===== src/logic/ccx_mem_pkg.sv =====
// ====================
// Shared definitions for the client memory subsystem: line sizes,
// read and write request headers, MMIO request and response words,
// the control register layout and the register offsets
// ====================

`default_nettype none

package ccx_mem_pkg;

    // ====================
    // Line geometry
    // ====================

    // 64 lines of local storage, each one 64-bit word
    localparam int line_addr_w = 6;
    localparam int line_data_w = 64;

    typedef logic [line_addr_w-1:0] line_addr_t;
    typedef logic [line_data_w-1:0] line_data_t;

    // ====================
    // Request headers
    // ====================

    // Read header, 7 bits
    // check_order holds the read until every earlier write has landed
    typedef struct packed {
        line_addr_t addr;
        logic       check_order;
    } rd_req_t;

    // Write header with its payload, 71 bits
    typedef struct packed {
        line_addr_t addr;
        line_data_t data;
        logic       check_order;
    } wr_req_t;

    // ====================
    // MMIO
    // ====================

    // MMIO request word, 35 bits, qualified by a separate valid strobe
    typedef struct packed {
        logic [1:0]  offset;
        logic [31:0] wdata;
        logic        is_write;
    } mmio_req_t;

    // Registered MMIO read data, qualified by its own valid pulse
    typedef struct packed {
        logic [31:0] data;
    } mmio_rsp_t;

    // Register offsets
    localparam logic [1:0] csr_ctrl    = 2'd0;
    localparam logic [1:0] csr_wr_acks = 2'd1;
    localparam logic [1:0] csr_rd_rsps = 2'd2;

    // Control register, enable sits in bit 0
    typedef struct packed {
        logic [29:0] reserved;
        logic        force_order;
        logic        enable;
    } ctrl_t;

endpackage

`default_nettype wire


===== src/logic/mem_csr.sv =====
// ====================
// MMIO register block beside the adapter: control bits, two
// saturating completion counters and a registered read response
// A write to a counter offset clears that counter
// ====================

`default_nettype none

module mem_csr
    import ccx_mem_pkg::*;
(
    input  wire logic      clk,
    input  wire logic      reset,

    // MMIO request from the client
    input  wire logic      mmio_req_valid,
    input  wire mmio_req_t mmio_req,

    // Completions to count
    input  wire logic      mem_read_rsp_valid,
    input  wire logic [1:0] mem_write_ack,

    // Controls to the adapter
    output ctrl_t          ctrl,

    // Registered MMIO read response
    output logic           mmio_rsp_valid,
    output mmio_rsp_t      mmio_rsp
);

    logic [31:0] wr_ack_cnt;
    logic [31:0] rd_rsp_cnt;

    logic mmio_wr;
    logic mmio_rd;

    // Counter add that sticks at all ones instead of wrapping
    function automatic logic [31:0] sat_add(input logic [31:0] cnt, input logic [1:0] inc);
        logic [32:0] sum;
        sum = {1'b0, cnt} + 33'(inc);
        return sum[32] ? 32'hffff_ffff : sum[31:0];
    endfunction

    assign mmio_wr = mmio_req_valid && mmio_req.is_write;
    assign mmio_rd = mmio_req_valid && !mmio_req.is_write;

    // ====================
    // Registers
    // ====================

    always_ff @(posedge clk)
    begin
        if (reset)
        begin
            ctrl       <= '0;
            wr_ack_cnt <= '0;
            rd_rsp_cnt <= '0;
        end
        else
        begin
            // Only the two defined control bits are stored
            if (mmio_wr && (mmio_req.offset == csr_ctrl))
            begin
                ctrl.enable      <= mmio_req.wdata[0];
                ctrl.force_order <= mmio_req.wdata[1];
            end

            // A clearing write wins over a completion in the same cycle
            if (mmio_wr && (mmio_req.offset == csr_wr_acks))
                wr_ack_cnt <= '0;
            else
                wr_ack_cnt <= sat_add(wr_ack_cnt, mem_write_ack);

            if (mmio_wr && (mmio_req.offset == csr_rd_rsps))
                rd_rsp_cnt <= '0;
            else
                rd_rsp_cnt <= sat_add(rd_rsp_cnt, {1'b0, mem_read_rsp_valid});
        end
    end

    // ====================
    // Read response
    // ====================

    always_ff @(posedge clk)
    begin
        if (reset)
            mmio_rsp_valid <= 1'b0;
        else
            mmio_rsp_valid <= mmio_rd;
    end

    // Unused offset 3 reads as zero
    always_ff @(posedge clk)
    begin
        if (mmio_rd)
        begin
            case (mmio_req.offset)
                csr_ctrl:    mmio_rsp.data <= ctrl;
                csr_wr_acks: mmio_rsp.data <= wr_ack_cnt;
                csr_rd_rsps: mmio_rsp.data <= rd_rsp_cnt;
                default:     mmio_rsp.data <= '0;
            endcase
        end
    end

endmodule

`default_nettype wire


===== config.mk =====
export PLATFORM = sky130hd
export DESIGN_NAME = mem_csr
export DESIGN_NICKNAME = d
export VERILOG_FILES = /design/src/logic/ccx_mem_pkg.sv /design/src/logic/mem_csr.sv
export SDC_FILE = /design/constraint.sdc
export NUM_CORES = 1
export LEC_CHECK = 0
export ABC_AREA = 1
export BUFFER_PORTS_ARGS = -buffer_cell sky130_fd_sc_hd__buf_2
export CAP_MARGIN = 25
export CORE_ASPECT_RATIO = 0.6
export CORE_MARGIN = 2
export CORE_UTILIZATION = 25
export DETAILED_ROUTE_END_ITERATION = 10
export GPL_TIMING_DRIVEN = 0
export PLACE_DENSITY_LB_ADDON = 0.15
export SKIP_CTS_REPAIR_TIMING = 1
export SYNTH_ARGS = -nofsm -noshare
export SYNTH_HDL_FRONTEND = slang
export SYNTH_SLANG_ARGS = --single-unit

===== constraint.sdc =====
create_clock -name clk -period 5.35 [get_ports clk]
set_input_delay 0.535 -clock clk [delete_from_list [all_inputs] [get_ports clk]]
set_output_delay 0.535 -clock clk [all_outputs]
set_load 0.01 [all_outputs]

After elaboration in Yosys (flattened, before gate mapping):

Cells that the tools add are included.

* add/sub/neg operators: 2
* equal/unequal tests: 2
* multiplexer cells: 3
* reduce and logical (&&, ||, !) cells: 9

Operator list (number)
* case mux 32 bit (3 select lines): 1
* two-way mux 32 bit: 2
* adder 32 x 1 -> 33 bit: 1
* adder 32 x 2 -> 33 bit: 1
* logical AND 1 bit: 5
* OR reduction 2 bit: 2
* equality test 2 x 1 -> 1 bit, second input constant: 1
* equality test 2 bit, second input constant: 1
* zero test 2 bit: 1
* zero test 1 bit: 1

* register bits: 99
* input port bits: 41
* output and inout bits: 65
* logic and storage cells: 22

Logic depth before layout (Yosys ltp):

* depth after elaboration: 3
* depth in mapped cells: 11
* gate-level depth less buffers: 11

Worst setup path after synthesis:

OpenSTA, ideal clock, no wires.

* path type: input port to flip-flop
* from: input mmio_req_valid
* to: register mmio_rsp[0] (netlist name) (enable)
* setup time: 422 ps
* data arrival time: 1938 ps
* required time: 4928 ps
* path slack: 2991 ps
* stages: 2
* buffers on the path: 0
* cell sequence: inv_1 -> nor2_1

* longest elaborated chain between the ends: 1

Ends and longest elaborated chain
* start, declared: RTL line mem_csr.sv:16 `input wire logic mmio_req_valid,`
* logical AND 1 bit: RTL line mem_csr.sv:45 `assign mmio_rd = mmio_req_valid && !mmio_req.is_write;`
* net mmio_rd: RTL line mem_csr.sv:35 `logic mmio_rd;`
* end, declared: RTL line mem_csr.sv:28 `output mmio_rsp_t mmio_rsp`

The timed path passes the listed nets, and every way through them passes these cells.
A chain may end at the register's enable or synchronous reset.

Worst setup path after layout:

* from: register wr_ack_cnt[0]
* to: register wr_ack_cnt[0]

* longest elaborated chain between the ends: 2

Ends and longest elaborated chain
* start, declared: RTL line mem_csr.sv:31 `logic [31:0] wr_ack_cnt;`
* start signal, assigned: RTL line mem_csr.sv:72 `wr_ack_cnt <= sat_add(wr_ack_cnt, mem_write_ack);`
* adder 32 x 2 -> 33 bit: RTL line mem_csr.sv:40 `sum = {1'b0, cnt} + 33'(inc);`
* two-way mux 32 bit: RTL line mem_csr.sv:41 `return sum[32] ? 32'hffff_ffff : sum[31:0];`

No other way between the ends.

==> metrics.sh <==
SYNTH-EDFF-COUNT=32
MAX_CAP_VIOLATIONS=0
YS_DOMINANT_REG_CELL='dfxtp_1'
DIE_W_UM=195
PORTBUFFERS=45
SLOWEST_STAGE='fa_1'
NATURE_OF_THE_CRITICAL_PATH_STARTPOINT='flop'
DRIVE_GT1_FRAC=0.142
PEAKVDDDROP_mV=0.153
NUMBER_OF_GLOBAL_ROUTE_VIAS_BEFORE_REPAIR=4285
POSTSYNTHREGISTERBITS=99
TNS_PS=0
DIEAREA_SQ_UM=23200
PIN_COUNT=106
WORST_EP_REQUIRED_TIME_PS=5650
CLK_PIN_SLEW_WORST_PATHS_PS=70
WORSTHOLDPATHTYPE='in2reg'
POWER_FRAC_SEQ=0.495
POST_SYNTH_INSTANCE_AREA_SQ_UM=5500
GRT_FIRST_PASS_WIRELENGTH_UM=26100
FLOW.AREA_GROWTH_FROM_SYNTHESIS_PCT=18.6
MIN_PERIOD_PS=2400
MEAN_AREA_PER_SYNTHESIZED_CELL_SQ_UM=7.09
SYNTH_CELL_TYPES=35
FLOORPLAN.INITIALDENSITY=0.258
CRITICAL_PATH.CELL_CHAIN='ha_1 > inv_1 > fa_1 > nor2_4 > nand3_1 > nor2_1 > nand3_1 > inv_1 > nor2_1 > nor2_1'
INSERTEDDIODECOUNT=0
GRTUSAGETOTAL=0.154
YOSYSWARNINGCOUNT=0
CTS_NUM_SINKS=99
POWER.SWITCHING_mW=0.377
SHARE_CLK_OF_TOTAL_POWER=0.439
GRT_OVERFLOW_TOTAL=0
FMAX_MHz=416
FINAL_COMMON_CELL='nand2_1'
CTS_TREE='built'
TIMING.CRITICAL_PATH.ARRIVAL_PS=2700
PLACEDCELLCOUNT=1129
MIN_PERIOD_OVER_PERIOD=0.449
CLK_ROOT_BUFFER_CELL='clkbuf_16'
ROUTED_WIRE_LENGTH_PER_INSTANCE_UM=15.2
CRITICAL-PATH-TOP-CELL-BY-COUNT='nor2_1'
PLACE.GP.CONGESTION=0.853
FIN_WORST_SKEW_PS=10.4
HOLD_VIOL=0
DETAIL_ROUTE.WIRELENGTH_UM=17400
NUM-NETS-FINAL=907
SW_FRAC_OF_TOTAL=0.235
SYNTHDOMINANTAREACELLTYPE='dfxtp_1'
DRTANTENNAVIOLNETS=0
DRT-INITIAL-DRC-COUNT=325
MAX_STAGE_DELAY_PS=470
FILL_CELLS=2302
PLACE_AREA_SQ_UM=6210
MAXSLEWHEADROOM=0.488
PATH_CLASS='reg2reg'
YOSYSSEQAREASHARE=0.419
HALF_PERIMETER_WIRE_LENGTH_AFTER_DETAILED_PLACEMENT_UM=14000
PLACEMENT_ROWS=41
RSZ0062_AT_GRT='false'
GRT_ANTENNA_BEFORE_REPAIR=0
DRT_PRE_ANTENNA_ITERS=5
WORST-SLEW-PIN-TRANSITION_PS=766
POWER.LEAKAGE_nW=2.70
NON_FILLER_CELL_AREA_FINAL_SQ_UM=6520
SYNTH_AREA_LEADERS='dfxtp_1 (24%), edfxtp_1 (17%), nand2_1 (16%)'
VERTICAL_DIE_DIMENSION_UM=119
ASYNC_RESET_FF_FRAC=0
VIAS=4845
POST_SYNTH_INST_COUNT=775
WORST_SKEW_PAIR.LATE_LATENCY_PS=360
DRT_DRC_VIOLATIONS_LEFT=0
FINAL-MAX-SLEW-VIOLATION-COUNT=0
FINAL_CELL_MIX='nand2_1 (233), inv_1 (112), nor2_1 (97)'
RUN_STATUS='complete, no violations'
TIMING.FINAL.SETUP_VIOLATIONS=0
POWER-PER-CELL-AREA_nW_PER_UM2=245
POST_DRT_VIA_CELL_RATIO=4.23
POWER_REPORT.INTERNAL_TOTAL_mW=1.22
POWER.SHARE.COMBINATIONAL=0.065
CORE-AREA_SQ_UM=21300
SYNTH_TOP_AREA_FRAC=0.244
CLOCK_TREE.BUFFER_DEPTH=2
MAXIMUM_NUMBER_OF_PINS_ON_ONE_NET_BEFORE_GLOBAL_ROUTE_REPAIR=22
CTS_MADE_BUFFERS=9
CRITPATHMAXFANOUT=6
WORSTSETUPENDPOINTTYPE='flop'
HTREE_NUM_LEVELS=3
FINAL_CELL_COUNT_NO_FILL=1145
## power by group through the flow
stage	logic (mW)	clock network, mW	registers (mW)
floorplan	0.0646	0	0.814
global placement	0.102	0	0.812
detailed placement	0.104	0	0.810
CTS	0.105	0.723	0.793
global route	0.116	0.749	0.795
finish	0.105	0.704	0.793
## flip-flops by register name (all words and copies together), names as in the netlist
register / count
mmio_rsp_valid: 1
mmio_rsp: 32
wr_ack_cnt: 32
ctrl: 2
rd_rsp_cnt: 32
## critical path: cells and delay by family, from the launching register on
family | cells | cell delay (ps)
adders and majority gates | 2 | 670
buffers and inverters | 2 | 260
DFF | 1 | 350
and+or+nand+nor | 6 | 1060
## metal layers
| metal | vias to the layer above | global-route usage | share of wire |
|---|---|---|---|
| met1 | 2174 | 0.267 | 0.59 |
| met4 | 0 | 0.0229 | 0.0042 |
| met3 | 9 | 0.0374 | 0.064 |
| li1 | 2544 | - | - |
| met5 | - | 0 | 0 |
| met2 | 118 | 0.178 | 0.34 |
## cell usage after synthesis (3+ instances only)
library cell	instances
buf_1	3
buf_4	30
xnor2_1	4
ha_1	4
buf_6	6
a21oi_2	4
inv_1	112
clkbuf_1	3
a21oi_1	31
edfxtp_1	32
nand4_1	4
nand3_1	60
nand2_1	233
nor2_1	98
xor2_1	19
a31oi_1	3
nor2_2	5
nor2_4	5
o22ai_1	19
dfxtp_1	67
nand2_2	3
o21ai_0	16
## per-stage QoR
step	total power [mW]	util	setup slack, ps	hold slack [ps]
2_1_floorplan	0.879	-	2990	487
3_3_place_gp	0.914	0.290	1790	481
3_5_place_dp	0.914	0.292	2720	478
4_1_cts	1.62	0.306	2960	395
5_1_grt	1.66	0.306	2750	393
6_report	1.60	0.306	2950	409
## worst paths after layout
check | slack [ps] | cells after the start | endpoint | start
max | 2950 | 10 | wr_ack_cnt[0]$_SDFF_PP0_ | wr_ack_cnt[0]$_SDFF_PP0_
min reg2reg | 490 | 2 | ctrl[1]$_SDFFE_PP0P_ | ctrl[1]$_SDFFE_PP0P_
max reg2reg | 2950 | 10 | wr_ack_cnt[0]$_SDFF_PP0_ | wr_ack_cnt[0]$_SDFF_PP0_
min | 410 | 2 | mmio_rsp_valid$_SDFF_PP0_ | mmio_req[0]
## cell type report
class | instances | area (sq um) | area share
tap | 279 | 349 | 0.0535
clock buffer | 12 | 267 | 0.0409
timing repair buffer | 46 | 245 | 0.0376
clock inverter | 4 | 47.5 | 0.00729
inverter | 115 | 432 | 0.0662
multi-input combinational | 547 | 2560 | 0.392
sequential | 99 | 2300 | 0.353
buffer | 43 | 320 | 0.0491
## cells by family after synthesis
kind of cell,count (synthesis),share of synthesized area
AND/OR/NAND/NOR,413,0.314
buffers and inverters,158,0.137
flip-flops,99,0.419
AO/OA/AOI/OAI,76,0.0801
XOR/XNOR,23,0.0366
adder cells (fa/ha/maj),5,0.0127
other,1,0.000682
(Power assumes the default switching activity.)
