[src/logic/req_fifo.sv]
// ====================
// Request queue for one channel: a circular buffer whose head is
// visible one cycle after the push, with an almost-full level that
// becomes the client's ready
// ====================

`default_nettype none

module req_fifo
#(
    parameter type T                 = logic,
    parameter int  fifo_depth        = 8,
    parameter int  almost_full_slack = 2
)
(
    input  wire logic clk,
    input  wire logic reset,

    // Producer side
    input  wire logic push,
    input  wire T     push_data,

    // Consumer side
    input  wire logic pop,
    output T          head,
    output logic      not_empty,
    output logic      almost_full
);

    localparam int ptr_w = $clog2(fifo_depth);
    localparam int cnt_w = $clog2(fifo_depth + 1);

    // Entry storage, payload only
    T storage [fifo_depth];

    logic [ptr_w-1:0] wr_ptr;
    logic [ptr_w-1:0] rd_ptr;
    logic [cnt_w-1:0] count;

    logic do_push;
    logic do_pop;

    // A pop on an empty queue is ignored
    assign do_pop  = pop && not_empty;
    // A push into a full queue is dropped unless a pop frees a slot
    assign do_push = push && ((count != cnt_w'(fifo_depth)) || do_pop);

    // ====================
    // Pointers and count
    // ====================

    always_ff @(posedge clk)
    begin
        if (reset)
        begin
            wr_ptr <= '0;
            rd_ptr <= '0;
            count  <= '0;
        end
        else
        begin
            // Explicit wrap keeps a depth that is not a power of two working
            if (do_push)
            begin
                wr_ptr <= (wr_ptr == ptr_w'(fifo_depth - 1)) ? '0 : wr_ptr + 1'b1;
            end
            if (do_pop)
            begin
                rd_ptr <= (rd_ptr == ptr_w'(fifo_depth - 1)) ? '0 : rd_ptr + 1'b1;
            end
            if (do_push && !do_pop)
            begin
                count <= count + 1'b1;
            end
            else if (do_pop && !do_push)
            begin
                count <= count - 1'b1;
            end
        end
    end

    always_ff @(posedge clk)
    begin
        if (do_push)
        begin
            storage[wr_ptr] <= push_data;
        end
    end

    // ====================
    // Status
    // ====================

    assign head      = storage[rd_ptr];
    assign not_empty = (count != '0);

    // Free slots at or below the slack raise almost_full
    assign almost_full = (count >= cnt_w'(fifo_depth - almost_full_slack));

endmodule

`default_nettype wire

[config.mk]
export PLATFORM = sky130hd
export DESIGN_NAME = req_fifo
export DESIGN_NICKNAME = d
export VERILOG_FILES = /design/src/logic/req_fifo.sv
export SDC_FILE = /design/constraint.sdc
export NUM_CORES = 1
export LEC_CHECK = 0
export ABC_AREA = 1
export BUFFER_PORTS_ARGS = -buffer_cell sky130_fd_sc_hd__buf_2
export CORE_ASPECT_RATIO = 0.75
export CORE_MARGIN = 2
export CORE_UTILIZATION = 50
export CTS_CLUSTER_DIAMETER = 50
export DETAILED_ROUTE_END_ITERATION = 10
export GPL_ROUTABILITY_DRIVEN = 1
export PLACE_DENSITY = 0.67
export SYNTH_ARGS = -nofsm -noshare
export SYNTH_HDL_FRONTEND = slang
export SYNTH_SLANG_ARGS = --single-unit
[constraint.sdc]
create_clock -name clk -period 2.1 [get_ports clk]
set_clock_uncertainty 0.05 [all_clocks]
set_input_delay 0.105 -clock clk [delete_from_list [all_inputs] [get_ports clk]]
set_output_delay 0.105 -clock clk [all_outputs]
set_load 0.02 [all_outputs]
## Word level (Yosys, flattened, before mapping)

Memories as Yosys holds them, arrays and structs flattened. A register that Yosys moved wholly into a read port is not among the register bits.
Cells that the tools add are included.

- Equality and inequality tests: 3
- Magnitude comparators: 1
- Reductions and logical operators: 9
- Add/sub/neg operators: 4
- Mux-type cells: 8

Operators with widths:

| cell | number |
|---|---|
| two-way mux 3 bit | 4 |
| two-way mux 4 bit | 2 |
| adder 3 x 1 -> 3 bit, second input constant | 2 |
| == test 3 bit, second input constant | 2 |
| adder 4 x 1 -> 4 bit, second input constant | 1 |
| >= comparator 4 x 3 -> 1 bit, second input constant | 1 |
| logical AND 1 bit | 4 |
| inequality test 4 bit, second input constant | 1 |
| nonzero test 4 bit | 1 |
| subtractor 4 x 1 -> 4 bit, second input constant | 1 |
| zero test 1 bit | 2 |
| two-way mux 1 bit | 2 |
| nonzero test 2 bit | 1 |
| logical OR 1 bit | 1 |

- Memory bits (writable): 8
- Logic and storage cells: 29
- Output and inout port bits: 3
- Input bits: 5
- Memories kept: 1
- Register bits: 10

Memories:

| name | words | bits a word | read ports | clocked after memory_dff | wr ports | line | RTL |
|---|---|---|---|---|---|---|---|
| storage | 8 | 1 | 1 | 1 | 1 | 34 | `T storage [fifo_depth];` |

## Depth between registers and ports, before layout

Gate-level depths: netlist of run 1.

- Word-level depth: 8
- Depth in mapped cells: 14
- Mapped depth without buffers: 14

## Worst setup path after synthesis of run 1

Ideal clock, no wire load.

- Kind: register to register
- Start point: register count[1]
- End point: register count[3]
- Slack: 28 ps
- Cell stages (with the launch flop): 12
- Arrival time: 1913 ps
- Clock period less this slack: 2072 ps
- Setup time: 109 ps
- Buffers on the path: 0
- Data required time: 1941 ps
- Cells stage by stage: dfxtp_1 -> nor2_2 -> nand3_1 -> nand2_2 -> ha_1 -> inv_1 -> ha_1 -> or2_2 -> nand3_1 -> nand3_1 -> nand2_1 -> inv_1

- Longest elaborated chain between the ends: 7
- Elaborated cells on any way between the ends: 14
- Classes of those cells: 2 x add/sub; 1 x eq/ne; 2 x mux; 9 x reduce/logical

RTL lines:

| what | line | RTL |
|---|---|---|
| from (decl) | 38 | `logic [cnt_w-1:0] count;` |
| from (signal assigned) | 73 | `count <= count + 1'b1;` |
| from (signal assigned) | 77 | `count <= count - 1'b1;` |
| nonzero test 4 bit (*) | 95 | `assign not_empty = (count != '0);` |
| named net not_empty | 26 | `output logic not_empty,` |
| logical AND 1 bit (*) | 44 | `assign do_pop = pop && not_empty;` |
| logical OR 1 bit | 46 | `assign do_push = push && ((count != cnt_w'(fifo_depth)) \|\| do_pop);` |
| logical AND 1 bit | 46 |  |
| zero test 1 bit | 75 | `else if (do_pop && !do_push)` |
| logical AND 1 bit | 75 |  |
| nonzero test 2 bit (no line) | - |  |

Mark *: on every way through the listed nets, which the timed path passes. The rest lies on a longest branch. The select of a mux whose other input is x is not followed.
A chain may end at the register's enable or synchronous reset.

## Worst setup path in the final report of run 1

- Start point: register count[0]
- End point: register count[2]

- Longest elaborated chain between the ends: 7
- Elaborated cells on any way between the ends: 14
- Classes of those cells: 2 x add/sub; 1 x eq/ne; 2 x mux; 9 x reduce/logical

RTL lines:

| what |
|---|
| parallel branches: the longest is 7 deep, another holds subtractor 4 x 1 -> 4 bit |

Several ways; the timed one is not identified. The select of a mux whose other input is x is not followed.

==> results of run 1 <==
[layout make-up]
type,count,area (sq um)
clock inverter,1,5.00
fill,196,761
timing repair buffer,16,105
sequential,21,505
multi-input combinational,91,490
clock buffer,3,22.5
tap,24,30.0
inverter,16,60.1
[stage by stage]
stage,cells,setup TNS [ns]
6_report,172,0
5_1_grt,172,-0.000550
4_1_cts,168,0
3_5_place_dp,163,0
3_3_place_gp,163,0
2_1_floorplan,128,0
[synth_stat cells (all sizes together)]
master / count / area, sq um
xor2: 2 / 17.5
nand2: 25 / 104
nand3b: 1 / 7.51
edfxtp: 8 / 240
inv: 16 / 60.1
or2: 2 / 15.0
nor2: 35 / 134
nand3: 6 / 35.0
dfxtp: 13 / 260
fa: 1 / 20.0
o21ai: 9 / 45.0
ha: 7 / 87.6
a21oi: 3 / 15.0
[where the power goes]
group	switching (uW)	internal [uW]
sequential	77.8	525
combinational	435	323
clock	121	71.0
total	634	919
[kinds of logic after synthesis]
| family | Yosys count |
|---|---|
| xor gates and xnor gates | 2 |
| AOI/OAI and AO/OA | 12 |
| buffers and inverters | 16 |
| adders and majority gates | 8 |
| DFF | 21 |
| and+or+nand+nor | 69 |
[metal layers]
metal | routed length [um] | global-route usage
met5 | 0 | 0
met4 | 13 | 0.0714
met3 | 118 | 0.0836
met2 | 832 | 0.279
met1 | 870 | 0.184
[how the worst min path moves through the flow]
stage / from / to / slack [ns]
2_1_floorplan: reset / wr_ptr[0] / 0.12
5_1_grt: push_data / storage[4] / 0.007
3_3_place_gp: reset / wr_ptr[0] / 0.29
4_1_cts: push_data / storage[7] / 0.004
6_report: push_data / storage[7] / 0.008
3_5_place_dp: reset / wr_ptr[0] / 0.29
[critical path: cells and delay by family (launching register included)]
kind,cells,cell delay [ns]
AND/OR/NAND/NOR,3,0.35
flip-flops,1,0.35
buffers and inverters,3,0.24
XOR/XNOR,1,0.18
adder cells (fa/ha/maj),2,0.57
AO/OA/AOI/OAI,1,0.12
[repair_timing]
item                                    4_1_cts  5_1_grt
hold endpoints to repair                      2        0
hold buffers                                  1        0
setup buffers                                 0        4
endpoints found under the setup margin        0        3
resized for setup                             0        7
==> out/qor.yml, run 1 <==
place_area_sq_mm: 0.00114
dpl.hpwl_mm: 1.41
antenna_found_initial: 0
path_clk_slew_ns: 0.12
synthAdderAreaFrac: 0.103
final_common_cell: "nor2_1"
overflow: 0
setup_violations: 0
ys_seq_area_frac: 0.481
initial_core_util: 0.526
hold_viol_final: 0
grt_pass1_wl_mm: 3.07
io_buffers: 7
h-tree-depth: 1
rows: 14
finalCritPeriodShare: 0.930
synth_nets: 141
viasPerCell: 4.90
cp_slowest_cell: "fa_1"
yosys_register_bits: 21
critPathLaunchType: "flip-flop"
num_vias: 843
synth-simple-area-share: 0.284
drive_gt1_frac: 0.203
cp_common_cell: "inv_1"
clock.fmax_ghz: 0.512
fp.dieArea_sq_mm: 0.00247
die_y_um: 43.5
required_ns: 2.25
final_cell_area_sq_mm: 0.00122
cts_buffers: 3
synth_mux_area_frac: 0
powerDensity_mw_per_mm2: 1270
cp-startpoint: "count[0]"
synth-xor-area-share: 0.0168
finalPower_uw: 1550
path_max_fanout: 5
firstDrtPassIters: 4
io_pins: 8
cts.sinks: 21
areaGrowthSynthToFinish_pct: 17.1
wl_mm: 1.84
num-nets-final: 162
cts_tree: "done"
clk_latency_ns: 0.30
grt_setup_unrepaired: "yes"
drtIter0Drc: 14
route.detailed.drc: 0
r2r-end: "count[2]"
cap_violations: 0
clockBufferDepth: 2
grt_max_degree: 13
cp.arrival_ns: 2.11
hp-class: "primary input to flip-flop"
slowest_delay_ns: 0.37
coreArea_sq_mm: 0.00198
power_leakage_uw: 0.000585
netlist-cell-type-count: 19
path_class: "flip-flop to flip-flop"
synth_top_family_by_area: "simple AND/OR/NAND/NOR gates"
slew_viol_final: 0
critical_path.endpoint: "count[2]"
rr_worst_depth: 10
outcome: "completed"
pre_cts_slack_ns: 0.103
irDropWorstVdd_mv: 0.934
final_cell_mix: "nor2_1 (33), nand2_1 (23), inv_1 (15), dfxtp_1 (11)"
synth_warnings: 0
syn_area_per_cell_sq_um: 8.13
setup_slack_ns: 0.147
cp_cell_sequence: "nor2_4, nand3_1, nand2_2, ha_2, inv_1, buf_4, fa_1, xor2_1, o21ai_1, inv_1"
cp-end-kind: "flip-flop"
detail_route.wl_per_cell_um: 10.7
rrSetupSlack_ns: 0.15
worst_hold_slack_ns: 0.00825
tightest_slew_ns: 0.206
relSlewSlack: 0.863
grt_pass1_vias: 781
place.gp.congestion: 0.886
synth-compound-area-share: 0.0577
die_x_um: 56.7
r2r_start: "count[0]"
finish.utilization: 0.616
grt_use_total: 0.168
syn_inst: 128
root_buffer: "clkbuf_4"
post-route-min-period_ns: 1.95
whs_path_depth: 1
synthesis.area_sq_mm: 0.00104
diodes: 0
drtAntennaViolNets: 0
No activity file was read; power rests on OpenSTA's default activity.
==> inputs of run 2 (changes only) <==
--- a/config.mk
+++ b/config.mk
@@ -6,7 +6,7 @@
 export NUM_CORES = 1
 export LEC_CHECK = 0
 export ABC_AREA = 1
-export BUFFER_PORTS_ARGS = -buffer_cell sky130_fd_sc_hd__buf_2
+export BUFFER_PORTS_ARGS = -buffer_cell sky130_fd_sc_hd__clkbuf_2
 export CORE_ASPECT_RATIO = 0.75
 export CORE_MARGIN = 2
 export CORE_UTILIZATION = 50
==> constraint.sdc (replaced) <==
create_clock -name clk -period 2.1 [get_ports clk]
set_clock_uncertainty 0.05 [all_clocks]
set_input_delay 0.42 -clock clk [delete_from_list [all_inputs] [get_ports clk]]
set_output_delay 0.42 -clock clk [all_outputs]
set_load 0.02 [all_outputs]
==> run 2 against run 1 <==
Cell area is 1.3% lower. Clock-buffer cell count stayed put. Sequential power is 0.8% higher. Routed wire length is 0.22% higher. Sequential share of layout area is 0.46 points higher. Global-route usage is 1.7 points higher. Critical path type unchanged.
==> out/qor.yml, run 2 (same netlist as run 1, synthesis figures left out) <==
outcome: "completed"  # unchanged
grt_use_total: 0.185  # was 0.168
dpl.hpwl_mm: 1.44  # was 1.41 mm
slew_viol_final: 0  # unchanged
areaGrowthSynthToFinish_pct: 15.5  # was 17.1%
grt_pass1_wl_mm: 3.31  # was 3.07 mm
place.gp.congestion: 0.877  # was 0.886
path_clk_slew_ns: 0.11  # was 0.12 ns
crit_family: "simple AND/OR/NAND/NOR gates"  # was adder cells
num_vias: 811  # was 843
route.detailed.drc: 0  # unchanged
pre_cts_slack_ns: -0.0274  # was 0.103 ns
setup_slack_ns: 0.123  # was 0.147 ns
power_leakage_uw: 0.000581  # was 0.000585 uW
firstDrtPassIters: 4  # unchanged
clock.fmax_ghz: 0.506  # was 0.512 GHz
drive_gt1_frac: 0.205  # was 0.203
relSlewSlack: 0.852  # was 0.863
final_cell_area_sq_mm: 0.00120  # was 0.00122 sq mm
whs_path_depth: 2  # was 1
wl_mm: 1.84  # about the same
cp_slowest_cell: "dfxtp_2"  # was fa_1
path_depth: 12  # was 10
detail_route.wl_per_cell_um: 10.8  # was 10.7 um
grt_max_degree: 13  # unchanged
post-route-min-period_ns: 1.98  # was 1.95 ns
routed.top_layer: "met4"  # unchanged
grt_pass1_vias: 777  # was 781
slowest_delay_ns: 0.36  # was 0.37 ns
drtIter0Drc: 29  # was 14
nFillCells: 178  # was 196
final_common_cell: "nor2_1"  # unchanged
seqCellArea_sq_um: 504  # was 505 sq um
critPathLaunchType: "flip-flop"  # unchanged
tightest_slew_ns: 0.222  # was 0.206 ns
io_buffers: 7  # unchanged
die_y_um: 43.5  # unchanged
powerDensity_mw_per_mm2: 1290  # was 1270 mW/mm^2
overflow: 0  # unchanged
rr_worst_depth: 12  # was 10
cp-end-kind: "flip-flop"  # unchanged
hp-class: "primary input to flip-flop"  # unchanged
final_cell_mix: "nor2_1 (33), nand2_1 (23), inv_1 (15), dfxtp_1 (10), o21ai_0 (9)"  # was nor2_1 (33), nand2_1 (23), inv_1 (15), dfxtp_1 (11)
cts.sinks: 21  # unchanged
tns_ns: 0  # unchanged
grt_setup_unrepaired: "no"  # was yes
crit_buf_inv: 3  # unchanged
drtAntennaViolNets: 0  # unchanged
drt-met1-wl_um: 940  # was 870 um
rows: 14  # unchanged
viasPerCell: 4.77  # was 4.90
root_buffer: "clkbuf_4"  # unchanged
wl_met2_um: 751  # was 832 um
irDropWorstVdd_mv: 0.845  # was 0.934 mV
cp.arrival_ns: 2.15  # was 2.11 ns
num-nets-final: 160  # was 162
hold_viol_final: 0  # unchanged
initial_core_util: 0.526  # unchanged
h-tree-depth: 1  # unchanged
multiInputGateArea_sq_um: 493  # was 490 sq um
required_ns: 2.27  # was 2.25 ns
setup_violations: 0  # unchanged
cts_tree: "done"  # unchanged
cts_buffers: 3  # unchanged
die_x_um: 56.7  # unchanged
path_class: "flip-flop to flip-flop"  # unchanged
place_area_sq_mm: 0.00115  # was 0.00114 sq mm
diodes: 0  # unchanged
clockBufferDepth: 2  # unchanged
antenna_found_initial: 0  # unchanged
coreArea_sq_mm: 0.00198  # unchanged
cap_violations: 0  # unchanged
finalCritPeriodShare: 0.941  # was 0.930
cp_cell_sequence: "nor2_2, nand3_2, nand2_4, inv_1, ha_1, inv_1, ha_1, or2_2, nand3_1, nand3_1, nand2_1, inv_1"  # was nor2_4, nand3_1, nand2_2, ha_2, inv_1, buf_4, fa_1, xor2_1, o21ai_1, inv_1
fp.dieArea_sq_mm: 0.00247  # unchanged
clk_latency_ns: 0.31  # was 0.30 ns
path_max_fanout: 4  # was 5
io_pins: 8  # unchanged
wl_met3_um: 96  # was 118 um
cp_common_cell: "inv_1"  # unchanged
## run 2: metal layers
metal	global-route usage	vias up
met1	0.233	352
met4	0.119	0
met3	0.0537	5
met5	0	-
li1	-	442
met2	0.281	12
## run 2: where the power goes
group / leakage (uW) / switching, uW / internal [uW]
combinational: 0.000382 / 445 / 308
sequential: 0.000181 / 83.6 / 523
clock: 0.0000177 / 121 / 71.3
## run 2: what timing repair did
action / 4_1_cts / 5_1_grt
buffers inserted: 0 / 1
hold buffers: 0 / 0
setup endpoints to repair: 0 / 2
resized for setup: 0 / 6
## run 2: through the flow
step                      std cells  utilization  power [uW]  hold slack, ns
after floorplan                 128            -        1100           0.425
after global placement          165        0.582        1290           0.449
after detailed placement        165        0.582        1320           0.454
after CTS                       169        0.595        1520           0.262
after global routing            170        0.607        1710           0.266
final                           170        0.607        1550           0.276
## run 2: area by class of cell
cell class              instances  area share
clock inverters                 1     0.00416
clock buffers                   3      0.0187
repair buffers                 14      0.0728
flip-flops and latches         21       0.419
multi-input cells              91       0.410
well taps                      24      0.0250
inverters                      16      0.0499
## run 2: final timing paths
| check | startpoint | to | slack [ns] |
|---|---|---|---|
| setup / recovery | count[2] | count[3] | 0.12 |
| hold / removal | reset | wr_ptr[0] | 0.28 |
| setup reg to reg | count[2] | count[3] | 0.12 |
| hold reg to reg | rd_ptr[2] | flip-flop | 0.46 |
